**src/verilog/vis_pkg.sv**
```systemverilog
/*
 * Sizes and shared types of the vector issue stage.
 * Register indices wrap modulo VREGS; vl must lie in 1..MAX_VL.
 */
package vis_pkg;

    // ========================================
    // Sizes
    // ========================================
    localparam int VREGS    = 8;
    localparam int LANES    = 4;
    localparam int DATA_W   = 32;
    localparam int TICKET_W = 4;
    localparam int MAX_UOPS = 4;
    localparam int MAX_VL   = LANES * MAX_UOPS;

    localparam int VREG_W = $clog2(VREGS);
    localparam int UOP_W  = $clog2(MAX_UOPS);
    // One extra bit so that MAX_VL itself fits
    localparam int VL_W   = $clog2(MAX_VL + 1);

    // ========================================
    // Vector types
    // ========================================
    typedef logic [VREG_W-1:0]   vreg_addr_t;
    typedef logic [TICKET_W-1:0] ticket_t;
    typedef logic [VL_W-1:0]     vl_t;
    typedef logic [UOP_W-1:0]    uop_idx_t;
    typedef logic [LANES-1:0]    lane_mask_t;
    typedef logic [DATA_W-1:0]   elem_t;
    typedef elem_t [LANES-1:0]   lane_data_t;

    // Source of the first operand
    typedef enum logic [1:0] {
        VV,
        VX,
        VI
    } operand_kind_e;

    typedef enum logic {
        S_IDLE,
        S_ISSUE
    } issue_state_e;

    // ========================================
    // Bundles
    // ========================================
    typedef struct packed {
        logic [5:0]    funct6;
        operand_kind_e kind;
        vreg_addr_t    dst;
        vreg_addr_t    src1;
        vreg_addr_t    src2;
        vl_t           vl;
        ticket_t       ticket;
        elem_t         scalar;
        logic [4:0]    imm;
    } vinstr_t;

    // Control that travels with each uop
    typedef struct packed {
        logic [5:0] funct6;
        vreg_addr_t dst;
        ticket_t    ticket;
        logic       head_uop;
        logic       last_uop;
        vl_t        vl_left;
    } uop_info_t;

    typedef struct packed {
        lane_mask_t en;
        vreg_addr_t addr;
        ticket_t    ticket;
        lane_data_t data;
    } wb_t;

endpackage

```
**src/verilog/issue_fsm.sv**
```systemverilog
/*
 * Holds one instruction at a time; ready_o is registered and low in reset.
 * valid_o stays up under backpressure since writebacks only remove hazards.
 */
`timescale 1ns/10ps

module issue_fsm (
    input  logic                   clk_i,
    input  logic                   rstn_i,
    input  logic                   valid_i,
    input  vis_pkg::vinstr_t       instr_i,
    output logic                   ready_o,
    input  logic                   ready_i,
    input  logic                   hazard_free_i,
    input  logic                   last_uop_i,
    output logic                   valid_o,
    output logic                   issue_go_o,
    output vis_pkg::vinstr_t       cur_instr_o,
    output vis_pkg::issue_state_e  state_o
);

    vis_pkg::issue_state_e state_q;
    vis_pkg::issue_state_e state_d;
    logic                  ready_q;
    logic                  accept;
    vis_pkg::vinstr_t      cur_instr_q;

    assign accept     = valid_i & ready_o;
    assign valid_o    = (state_q == vis_pkg::S_ISSUE) & hazard_free_i;
    assign issue_go_o = valid_o & ready_i;

    always_comb begin
        state_d = state_q;
        case (state_q)
            vis_pkg::S_IDLE: begin
                if (accept) begin
                    state_d = vis_pkg::S_ISSUE;
                end
            end
            vis_pkg::S_ISSUE: begin
                // Leave once the final uop has been taken
                if (issue_go_o && last_uop_i) begin
                    state_d = vis_pkg::S_IDLE;
                end
            end
            default: state_d = vis_pkg::S_IDLE;
        endcase
    end

    always_ff @(posedge clk_i or negedge rstn_i) begin
        if (!rstn_i) begin
            state_q <= vis_pkg::S_IDLE;
            ready_q <= 1'b0;
        end else begin
            state_q <= state_d;
            ready_q <= (state_d == vis_pkg::S_IDLE);
        end
    end

    always_ff @(posedge clk_i) begin
        if (accept) begin
            cur_instr_q <= instr_i;
        end
    end

    assign ready_o     = ready_q;
    assign cur_instr_o = cur_instr_q;
    assign state_o     = state_q;

    a_vl_range: assert property (@(posedge clk_i) disable iff (!rstn_i)
        accept |-> (instr_i.vl >= 1) && (instr_i.vl <= vis_pkg::MAX_VL));

    // Scoreboard may only release hazards while a uop waits
    a_valid_hold: assert property (@(posedge clk_i) disable iff (!rstn_i)
        valid_o && !ready_i |=> valid_o);

endmodule

```
**src/verilog/operand_select.sv**
```systemverilog
/*
 * Per-lane operand mux; purely combinational.
 * Forward masks must already be qualified by pending bits and ticket.
 */
`timescale 1ns/10ps

module operand_select (
    input  vis_pkg::vinstr_t     cur_instr_i,
    input  vis_pkg::lane_data_t  rd_data_a_i,
    input  vis_pkg::lane_data_t  rd_data_b_i,
    input  vis_pkg::lane_mask_t  fwd_a_i,
    input  vis_pkg::lane_mask_t  fwd_b_i,
    input  vis_pkg::wb_t         wb_i,
    input  vis_pkg::lane_mask_t  lane_therm_i,
    input  logic                 uop_valid_i,
    output vis_pkg::lane_data_t  op_a_o,
    output vis_pkg::lane_data_t  op_b_o,
    output vis_pkg::lane_mask_t  lane_valid_o
);

    vis_pkg::elem_t imm_ext;

    // Sign-extended 5-bit immediate
    assign imm_ext = {{(vis_pkg::DATA_W - 5){cur_instr_i.imm[4]}}, cur_instr_i.imm};

    always_comb begin
        for (int l = 0; l < vis_pkg::LANES; l++) begin
            case (cur_instr_i.kind)
                vis_pkg::VI: op_a_o[l] = imm_ext;
                vis_pkg::VX: op_a_o[l] = cur_instr_i.scalar;
                default: begin
                    op_a_o[l] = fwd_a_i[l] ? wb_i.data[l] : rd_data_a_i[l];
                end
            endcase
            op_b_o[l] = fwd_b_i[l] ? wb_i.data[l] : rd_data_b_i[l];
        end
    end

    assign lane_valid_o = lane_therm_i & {vis_pkg::LANES{uop_valid_i}};

endmodule

```
**src/verilog/scoreboard.sv**
```systemverilog
/*
 * Pending bits per register and lane, one ticket per register.
 * A destination must be idle in every lane before issue, so WAW stalls.
 */
`timescale 1ns/10ps

module scoreboard (
    input  logic                  clk_i,
    input  logic                  rstn_i,
    input  vis_pkg::vinstr_t      cur_instr_i,
    input  vis_pkg::uop_idx_t     uop_idx_i,
    input  vis_pkg::lane_mask_t   lane_therm_i,
    input  logic                  issue_go_i,
    input  vis_pkg::wb_t          wb_i,
    output vis_pkg::vreg_addr_t   rd_addr_a_o,
    output vis_pkg::vreg_addr_t   rd_addr_b_o,
    output vis_pkg::vreg_addr_t   dst_o,
    output vis_pkg::lane_mask_t   fwd_a_o,
    output vis_pkg::lane_mask_t   fwd_b_o,
    output logic                  hazard_free_o,
    output logic                  any_pending_o
);

    vis_pkg::lane_mask_t [vis_pkg::VREGS-1:0] pending_q;
    vis_pkg::lane_mask_t [vis_pkg::VREGS-1:0] pending_d;
    vis_pkg::ticket_t                         ticket_q [vis_pkg::VREGS];

    logic                wb_tkt_hit;
    vis_pkg::lane_mask_t wb_clr;
    vis_pkg::lane_mask_t src_a_ok;
    vis_pkg::lane_mask_t src_b_ok;
    vis_pkg::lane_mask_t lane_ok;
    logic                dst_idle;

    // ========================================
    // Register indices of this uop
    // ========================================
    assign rd_addr_a_o = cur_instr_i.src1 + vis_pkg::vreg_addr_t'(uop_idx_i);
    assign rd_addr_b_o = cur_instr_i.src2 + vis_pkg::vreg_addr_t'(uop_idx_i);
    assign dst_o       = cur_instr_i.dst  + vis_pkg::vreg_addr_t'(uop_idx_i);

    // Writeback lanes that retire a pending result
    assign wb_tkt_hit = (wb_i.ticket == ticket_q[wb_i.addr]);
    assign wb_clr     = wb_i.en & pending_q[wb_i.addr] & {vis_pkg::LANES{wb_tkt_hit}};

    assign fwd_a_o = wb_clr & {vis_pkg::LANES{wb_i.addr == rd_addr_a_o}};
    assign fwd_b_o = wb_clr & {vis_pkg::LANES{wb_i.addr == rd_addr_b_o}};

    // ========================================
    // Hazard check
    // ========================================
    assign src_a_ok = (cur_instr_i.kind != vis_pkg::VV) ? '1
                    : (~pending_q[rd_addr_a_o] | fwd_a_o);
    assign src_b_ok = ~pending_q[rd_addr_b_o] | fwd_b_o;

    // Whole register, as it carries a single ticket
    assign dst_idle = ~|pending_q[dst_o];

    assign lane_ok       = src_a_ok & src_b_ok & {vis_pkg::LANES{dst_idle}};
    assign hazard_free_o = &(lane_ok | ~lane_therm_i);
    assign any_pending_o = |pending_q;

    // ========================================
    // Pending state
    // ========================================
    always_comb begin
        pending_d = pending_q;
        pending_d[wb_i.addr] = pending_q[wb_i.addr] & ~wb_clr;
        if (issue_go_i) begin
            pending_d[dst_o] = pending_d[dst_o] | lane_therm_i;
        end
    end

    always_ff @(posedge clk_i or negedge rstn_i) begin
        if (!rstn_i) begin
            pending_q <= '0;
        end else begin
            pending_q <= pending_d;
        end
    end

    always_ff @(posedge clk_i) begin
        if (issue_go_i) begin
            ticket_q[dst_o] <= cur_instr_i.ticket;
        end
    end

    // Execution stage writes back only what was issued to it
    a_wb_pending: assert property (@(posedge clk_i) disable iff (!rstn_i)
        (|wb_i.en) && wb_tkt_hit |-> (wb_i.en & ~pending_q[wb_i.addr]) == '0);

endmodule

```
**src/verilog/uop_counter.sv**
```systemverilog
/*
 * Counts issued uops of the current instruction.
 * Outputs are combinational from the index and vl_i.
 */
`timescale 1ns/10ps

module uop_counter (
    input  logic                 clk_i,
    input  logic                 rstn_i,
    input  logic                 issue_go_i,
    input  vis_pkg::vl_t         vl_i,
    output vis_pkg::uop_idx_t    uop_idx_o,
    output vis_pkg::lane_mask_t  lane_therm_o,
    output logic                 last_uop_o,
    output vis_pkg::vl_t         vl_left_o
);

    vis_pkg::uop_idx_t idx_q;

    // Elements not yet covered by earlier uops
    assign vl_left_o = vl_i - vis_pkg::vl_t'(idx_q) * vis_pkg::vl_t'(vis_pkg::LANES);

    // Next index would reach vl
    assign last_uop_o = (vl_left_o <= vis_pkg::vl_t'(vis_pkg::LANES));

    always_comb begin
        for (int l = 0; l < vis_pkg::LANES; l++) begin
            lane_therm_o[l] = (vl_left_o > vis_pkg::vl_t'(l));
        end
    end

    always_ff @(posedge clk_i or negedge rstn_i) begin
        if (!rstn_i) begin
            idx_q <= '0;
        end else if (issue_go_i) begin
            if (last_uop_o) begin
                idx_q <= '0;
            end else begin
                idx_q <= idx_q + 1'b1;
            end
        end
    end

    assign uop_idx_o = idx_q;

    // A vl above MAX_VL would wrap the index
    a_idx_limit: assert property (@(posedge clk_i) disable iff (!rstn_i)
        issue_go_i && !last_uop_o |-> int'(idx_q) < vis_pkg::MAX_UOPS - 1);

endmodule

```
**src/verilog/vis_top.sv**
```systemverilog
/*
 * Vector issue stage: one instruction in flight, uops issued in order.
 * The writeback port must only return issued uops, one per cycle.
 */
`timescale 1ns/10ps

module vis_top (
    input  logic                  clk_i,
    input  logic                  rstn_i,
    // Instruction in
    input  logic                  valid_i,
    input  vis_pkg::vinstr_t      instr_i,
    output logic                  ready_o,
    // Uops out
    output logic                  valid_o,
    output vis_pkg::lane_mask_t   lane_valid_o,
    output vis_pkg::lane_data_t   op_a_o,
    output vis_pkg::lane_data_t   op_b_o,
    output vis_pkg::uop_info_t    info_o,
    input  logic                  ready_i,
    // Writeback
    input  vis_pkg::wb_t          wb_i,
    output logic                  is_idle_o
);

    vis_pkg::vinstr_t      cur_instr;
    vis_pkg::issue_state_e state;
    logic                  issue_go;
    logic                  hazard_free;
    logic                  last_uop;
    logic                  any_pending;
    vis_pkg::uop_idx_t     uop_idx;
    vis_pkg::lane_mask_t   lane_therm;
    vis_pkg::vl_t          vl_left;
    vis_pkg::vreg_addr_t   rd_addr_a;
    vis_pkg::vreg_addr_t   rd_addr_b;
    vis_pkg::vreg_addr_t   dst;
    vis_pkg::lane_mask_t   fwd_a;
    vis_pkg::lane_mask_t   fwd_b;
    vis_pkg::lane_data_t   rd_data_a;
    vis_pkg::lane_data_t   rd_data_b;

    issue_fsm u_issue_fsm (
        .clk_i         (clk_i),
        .rstn_i        (rstn_i),
        .valid_i       (valid_i),
        .instr_i       (instr_i),
        .ready_o       (ready_o),
        .ready_i       (ready_i),
        .hazard_free_i (hazard_free),
        .last_uop_i    (last_uop),
        .valid_o       (valid_o),
        .issue_go_o    (issue_go),
        .cur_instr_o   (cur_instr),
        .state_o       (state)
    );

    uop_counter u_uop_counter (
        .clk_i        (clk_i),
        .rstn_i       (rstn_i),
        .issue_go_i   (issue_go),
        .vl_i         (cur_instr.vl),
        .uop_idx_o    (uop_idx),
        .lane_therm_o (lane_therm),
        .last_uop_o   (last_uop),
        .vl_left_o    (vl_left)
    );

    scoreboard u_scoreboard (
        .clk_i         (clk_i),
        .rstn_i        (rstn_i),
        .cur_instr_i   (cur_instr),
        .uop_idx_i     (uop_idx),
        .lane_therm_i  (lane_therm),
        .issue_go_i    (issue_go),
        .wb_i          (wb_i),
        .rd_addr_a_o   (rd_addr_a),
        .rd_addr_b_o   (rd_addr_b),
        .dst_o         (dst),
        .fwd_a_o       (fwd_a),
        .fwd_b_o       (fwd_b),
        .hazard_free_o (hazard_free),
        .any_pending_o (any_pending)
    );

    vreg_file u_vreg_file (
        .clk_i       (clk_i),
        .rstn_i      (rstn_i),
        .rd_addr_a_i (rd_addr_a),
        .rd_addr_b_i (rd_addr_b),
        .rd_data_a_o (rd_data_a),
        .rd_data_b_o (rd_data_b),
        .wb_i        (wb_i)
    );

    operand_select u_operand_select (
        .cur_instr_i  (cur_instr),
        .rd_data_a_i  (rd_data_a),
        .rd_data_b_i  (rd_data_b),
        .fwd_a_i      (fwd_a),
        .fwd_b_i      (fwd_b),
        .wb_i         (wb_i),
        .lane_therm_i (lane_therm),
        .uop_valid_i  (valid_o),
        .op_a_o       (op_a_o),
        .op_b_o       (op_b_o),
        .lane_valid_o (lane_valid_o)
    );

    // ========================================
    // Uop control
    // ========================================
    assign info_o.funct6   = cur_instr.funct6;
    assign info_o.dst      = dst;
    assign info_o.ticket   = cur_instr.ticket;
    assign info_o.head_uop = (uop_idx == '0);
    assign info_o.last_uop = last_uop;
    assign info_o.vl_left  = vl_left;

    assign is_idle_o = (state == vis_pkg::S_IDLE) & ~any_pending;

endmodule

```
**src/verilog/vreg_file.sv**
```systemverilog
/*
 * Lane-organized register file, cleared by reset.
 * Reads are combinational; a write lands at the next clock edge.
 */
`timescale 1ns/10ps

module vreg_file (
    input  logic                 clk_i,
    input  logic                 rstn_i,
    input  vis_pkg::vreg_addr_t  rd_addr_a_i,
    input  vis_pkg::vreg_addr_t  rd_addr_b_i,
    output vis_pkg::lane_data_t  rd_data_a_o,
    output vis_pkg::lane_data_t  rd_data_b_o,
    input  vis_pkg::wb_t         wb_i
);

    vis_pkg::lane_data_t regs_q [vis_pkg::VREGS];

    assign rd_data_a_o = regs_q[rd_addr_a_i];
    assign rd_data_b_o = regs_q[rd_addr_b_i];

    always_ff @(posedge clk_i or negedge rstn_i) begin
        if (!rstn_i) begin
            for (int r = 0; r < vis_pkg::VREGS; r++) begin
                regs_q[r] <= '0;
            end
        end else begin
            // Per-lane write enables
            for (int l = 0; l < vis_pkg::LANES; l++) begin
                if (wb_i.en[l]) begin
                    regs_q[wb_i.addr][l] <= wb_i.data[l];
                end
            end
        end
    end

endmodule
```
**config.mk**
```make
export PLATFORM = sky130hd
export DESIGN_NAME = vis_top
export DESIGN_NICKNAME = d
export VERILOG_FILES = /design/src/verilog/vis_pkg.sv /design/src/verilog/issue_fsm.sv /design/src/verilog/operand_select.sv /design/src/verilog/scoreboard.sv /design/src/verilog/uop_counter.sv /design/src/verilog/vis_top.sv /design/src/verilog/vreg_file.sv
export SDC_FILE = /design/constraint.sdc
export NUM_CORES = 2
export LEC_CHECK = 0
export BUFFER_PORTS_ARGS = -buffer_cell sky130_fd_sc_hd__buf_2
export CORE_ASPECT_RATIO = 1.4
export CORE_MARGIN = 1
export CORE_UTILIZATION = 59
export CTS_BUF_LIST = sky130_fd_sc_hd__clkbuf_4 sky130_fd_sc_hd__clkbuf_8
export CTS_CLUSTER_SIZE = 8
export DETAILED_ROUTE_END_ITERATION = 16
export GPL_TIMING_DRIVEN = 0
export MAX_ROUTING_LAYER = met4
export PLACE_DENSITY = 0.78
export SYNTH_ARGS = -nofsm -noshare
export SYNTH_HDL_FRONTEND = slang
export SYNTH_HIERARCHICAL = 1
export SYNTH_SLANG_ARGS = --single-unit
```
**constraint.sdc**
```tcl
create_clock -name clk_i -period 5 [get_ports clk_i]
set_clock_uncertainty 0.2 [all_clocks]
set_input_delay 0.25 -clock clk_i [delete_from_list [all_inputs] [get_ports clk_i]]
set_output_delay 0.25 -clock clk_i [all_outputs]
set_load 0.01 [all_outputs]
```
==> impl_metrics.csv <==
group,metric,value,unit
critical_path,worst_ep_required_time,4.55,ns
critical_path,worst-path-stages,14,
die,chipWidth,283,um
yosys,synth.cell_area,65300,um^2
sta,max_freq,194,MHz
yosys,synth_commonest_cells,"1351 x mux2_2, 1060 x dfrtp_1, 536 x mux4_2, 287 x mux2i_1, 109 x buf_2",
critical_path,reg2reg_depth,15,
sta,setup_violations,5,
hold_path,min_path_cells,5,
yosys,yosysMostFrequentCell,"mux2_2",
place,placed_cell_area,69900,um^2
die,io_pins,489,
critical_path,crit_slowest_cell,"fa_2",
critical_path,path_buf_inv,4,
clock_tree,cts_buffer_depth,3,
yosys,synth.area.top_cells,"dfrtp_1 41%, mux2_2 23%, mux4_2 18%",
outcome,violations,"slew limit, setup timing",
global_routing,antenna_found_initial,29,
place,gp_congestion,0.966,
sta,slew_headroom,-5.71,%
clock_tree,clkLatencyLatePin,0.92,ns
global_routing,grt_start_max_net_pins,170,
pwr,p_leak,32.4,nW
layout,fin_area,77400,um^2
die,core_area,110000,um^2
die,rows,144,
layout,final_nets,5331,
outcome,run_status,"finished, violations left",
die,floorplan.initialDensity,59.4,%
yosys,ys_seq_elements,1155,
sta,slew_violations,4,
drt,avgViaCountPerCell,6.79,
pwr,ir_drop,0.404,mV
global_routing,grt-ovfl-total,0,
yosys,synth-seq-area-share,45.0,%
yosys,synth_top_cell_area_share,40.6,%
pwr,power_density,610,nW/um^2
yosys,synth_nets,4333,
drt,drc,0,
hold_path,min_path_type,"in2reg",
yosys,async_reset_ff_share,91.8,%
place,dp_slack,-1.27,ns
clock_tree,cts_root_buffer,"clkbuf_8",
drt,vias,45781,
flow_run,cap_violations,0,
drt,wl_per_cell,33.9,um
yosys,synth_ff_type,"dfrtp_1",
sta,fin_ws,-0.166,ns
critical_path,path_max_fanout,7,
critical_path,crit_top_cell,"buf_4",
die,die_area,112000,um^2
die,die_h,396,um
layout,drive_gt1_share,60.0,%
global_routing,grt_pass1_wl,329,mm
place,hpwlAfterDp,152,mm
sta,hold_violations,0,
drt,wl_met3,22.8,mm
clock_tree,cts_buffers,183,
drt,top_layer,"met4",
place,post-place-cells,6076,
clock_tree,cts_tree,"done",
layout,area_delta_synth_final,18.5,%
yosys,synth_top_cell_by_area,"dfrtp_1",
drt,first_pass_iters,6,
critical_path,max_stage_delay,0.71,ns
critical_path,path_cells,"ha_4 > inv_1 > fa_2 > buf_4 > mux4_2 > mux2i_1 > nor4_1 > o31a_1 > or4_4 > nor4_4 > buf_4 > and2_4 > and2_1 > buf_2",
global_routing,grt_pass1_vias,47528,
layout,fin_cells,6742,
sta,timing.final.crit_share,103,%
yosys,synth.distinct_cells,75,
critical_path,worstSetupEndpointType,"output pin",
drt,drt_iter0_markers,5004,
clock_tree,cts.clk_slew.worst_paths,0.07,ns
global_routing,track_usage,42.3,%
sta,min_period,5.17,ns
critical_path,critPathKind,"reg2out",
sta,worst_pin_slew,1.59,ns
drt,wl_met1,82.3,mm
drt,wl_met2,108,mm
yosys,ys_warn_count,6,
critical_path,worstSetupStartpointType,"register",
yosys,syn_inst,4117,
drt,wirelength,228,mm
clock_tree,clock_sinks,1155,
clock_tree,htree_levels,4,
critical_path,critPathArrivalTime,4.72,ns
sta,rsz0062_at_grt,"true",
yosys,synth_edf_count,95,
place,placement.io_buffers,488,
critical_path,cp_top_family,"simple AND/OR/NAND/NOR gates",
drt,ant_nets,0,
pwr,total_power,47.2,mW
yosys,avgSynthCellArea,15.9,um^2
sta,fin_tns_setup,-0.772,ns
## placed cells by master (no fill, tap or decap), drive strengths merged, types with 35 or more instances in the layout
cell type / count
a22oi: 49
nand2: 38
dfrtp: 1060
edfxtp: 95
mux2: 1410
diode: 35
dlygate4sd3: 303
buf: 769
mux4: 536
mux2i: 287
clkbuf: 385
## repair_timing
action                                 4_1_cts  5_1_grt
setup endpoints to repair                  327      171
pin swaps                                    6        4
hold buffers                               303        1
resized for setup                          125       56
setup buffers                               13        4
cloned                                       0        0
endpoints found under the hold margin     1580        4
## layout make-up
class	instances	area (um^2)
timing repair buffer	822	5910
tap	1460	1830
clock buffer	297	3640
antenna	35	87.6
fill	7470	32500
inverter	29	115
multi-input combinational	2585	34000
sequential	1155	29400
clock inverter	20	126
buffer	339	2360
## routing by layer
layer | GRT usage [%] | up-vias
met3 | 11.8 | 724
met1 | 50.6 | 24123
li1 | - | 18226
met5 | - | -
met2 | 64.0 | 2708
met4 | 25.5 | 0
## path summary, 6_finish.rpt
path,from,endpoint,slack [ns]
max,u_uop_counter/uop_idx_o[0],lane_valid_o[2],-0.17
min,wb_i[133],u_scoreboard/pending_q[4],0.004
max reg2reg,u_uop_counter/uop_idx_o[0],u_scoreboard/ticket_q[7][0],0.05
min reg2reg,u_vreg_file/regs_q[1011],u_vreg_file/regs_q[1011],0.31
max in group asynchronous,rstn_i,u_vreg_file/regs_q[15],2.12
min in group asynchronous,rstn_i,u_vreg_file/regs_q[973],0.36
## cells by family (layout without fill, tap and decap cells)
| logic type | count (synthesis) | in the layout | synth area share [%] |
|---|---|---|---|
| XOR/XNOR | 13 | 13 | 0.186 |
| AND/OR/NAND/NOR | 189 | 189 | 1.87 |
| AO/OA/AOI/OAI | 140 | 140 | 1.98 |
| buffers and inverters | 377 | 1507 | 3.59 |
| other | 0 | 35 | 0 |
| flip-flops | 1155 | 1155 | 45.0 |
| adder cells (fa/ha/maj) | 10 | 10 | 0.237 |
| multiplexers | 2233 | 2233 | 47.2 |
## metrics by stage
stage | hold WS [ns] | utilization [%]
floorplan | -0.246 | -
global placement | 0.227 | 63.3
detailed placement | 0.0671 | 63.6
CTS | 0.000434 | 70.2
global route | 0.00197 | 70.4
finish | 0.00411 | 70.4
## power by group
group	switching [mW]	internal (mW)
clock	3.87	4.57
combinational	12.6	13.0
sequential	1.66	11.5
## worst reg2reg max path, cell delays in order, from the launching register on
cell	delay [ns]
dfrtp_2	0.47
ha_4	0.15
inv_1	0.05
fa_2	0.71
buf_4	0.18
mux4_2	0.27
mux2i_1	0.23
nor4_1	0.08
o31a_1	0.30
or4_4	0.56
nor4_4	0.15
buf_4	0.19
and3_2	0.32
nand2_2	0.15
or3_4	0.43
inv_1	0.19
## flip-flops by register name (all words and copies together), names as in the netlist
name / flops
u_issue_fsm/state_o: 1
u_uop_counter/uop_idx_o: 2
u_issue_fsm/ready_o: 1
u_scoreboard/pending_q: 32
u_issue_fsm/cur_instr_o: 63
u_scoreboard/ticket_q: 32
u_vreg_file/regs_q: 1024
(Power assumes the default switching activity.)
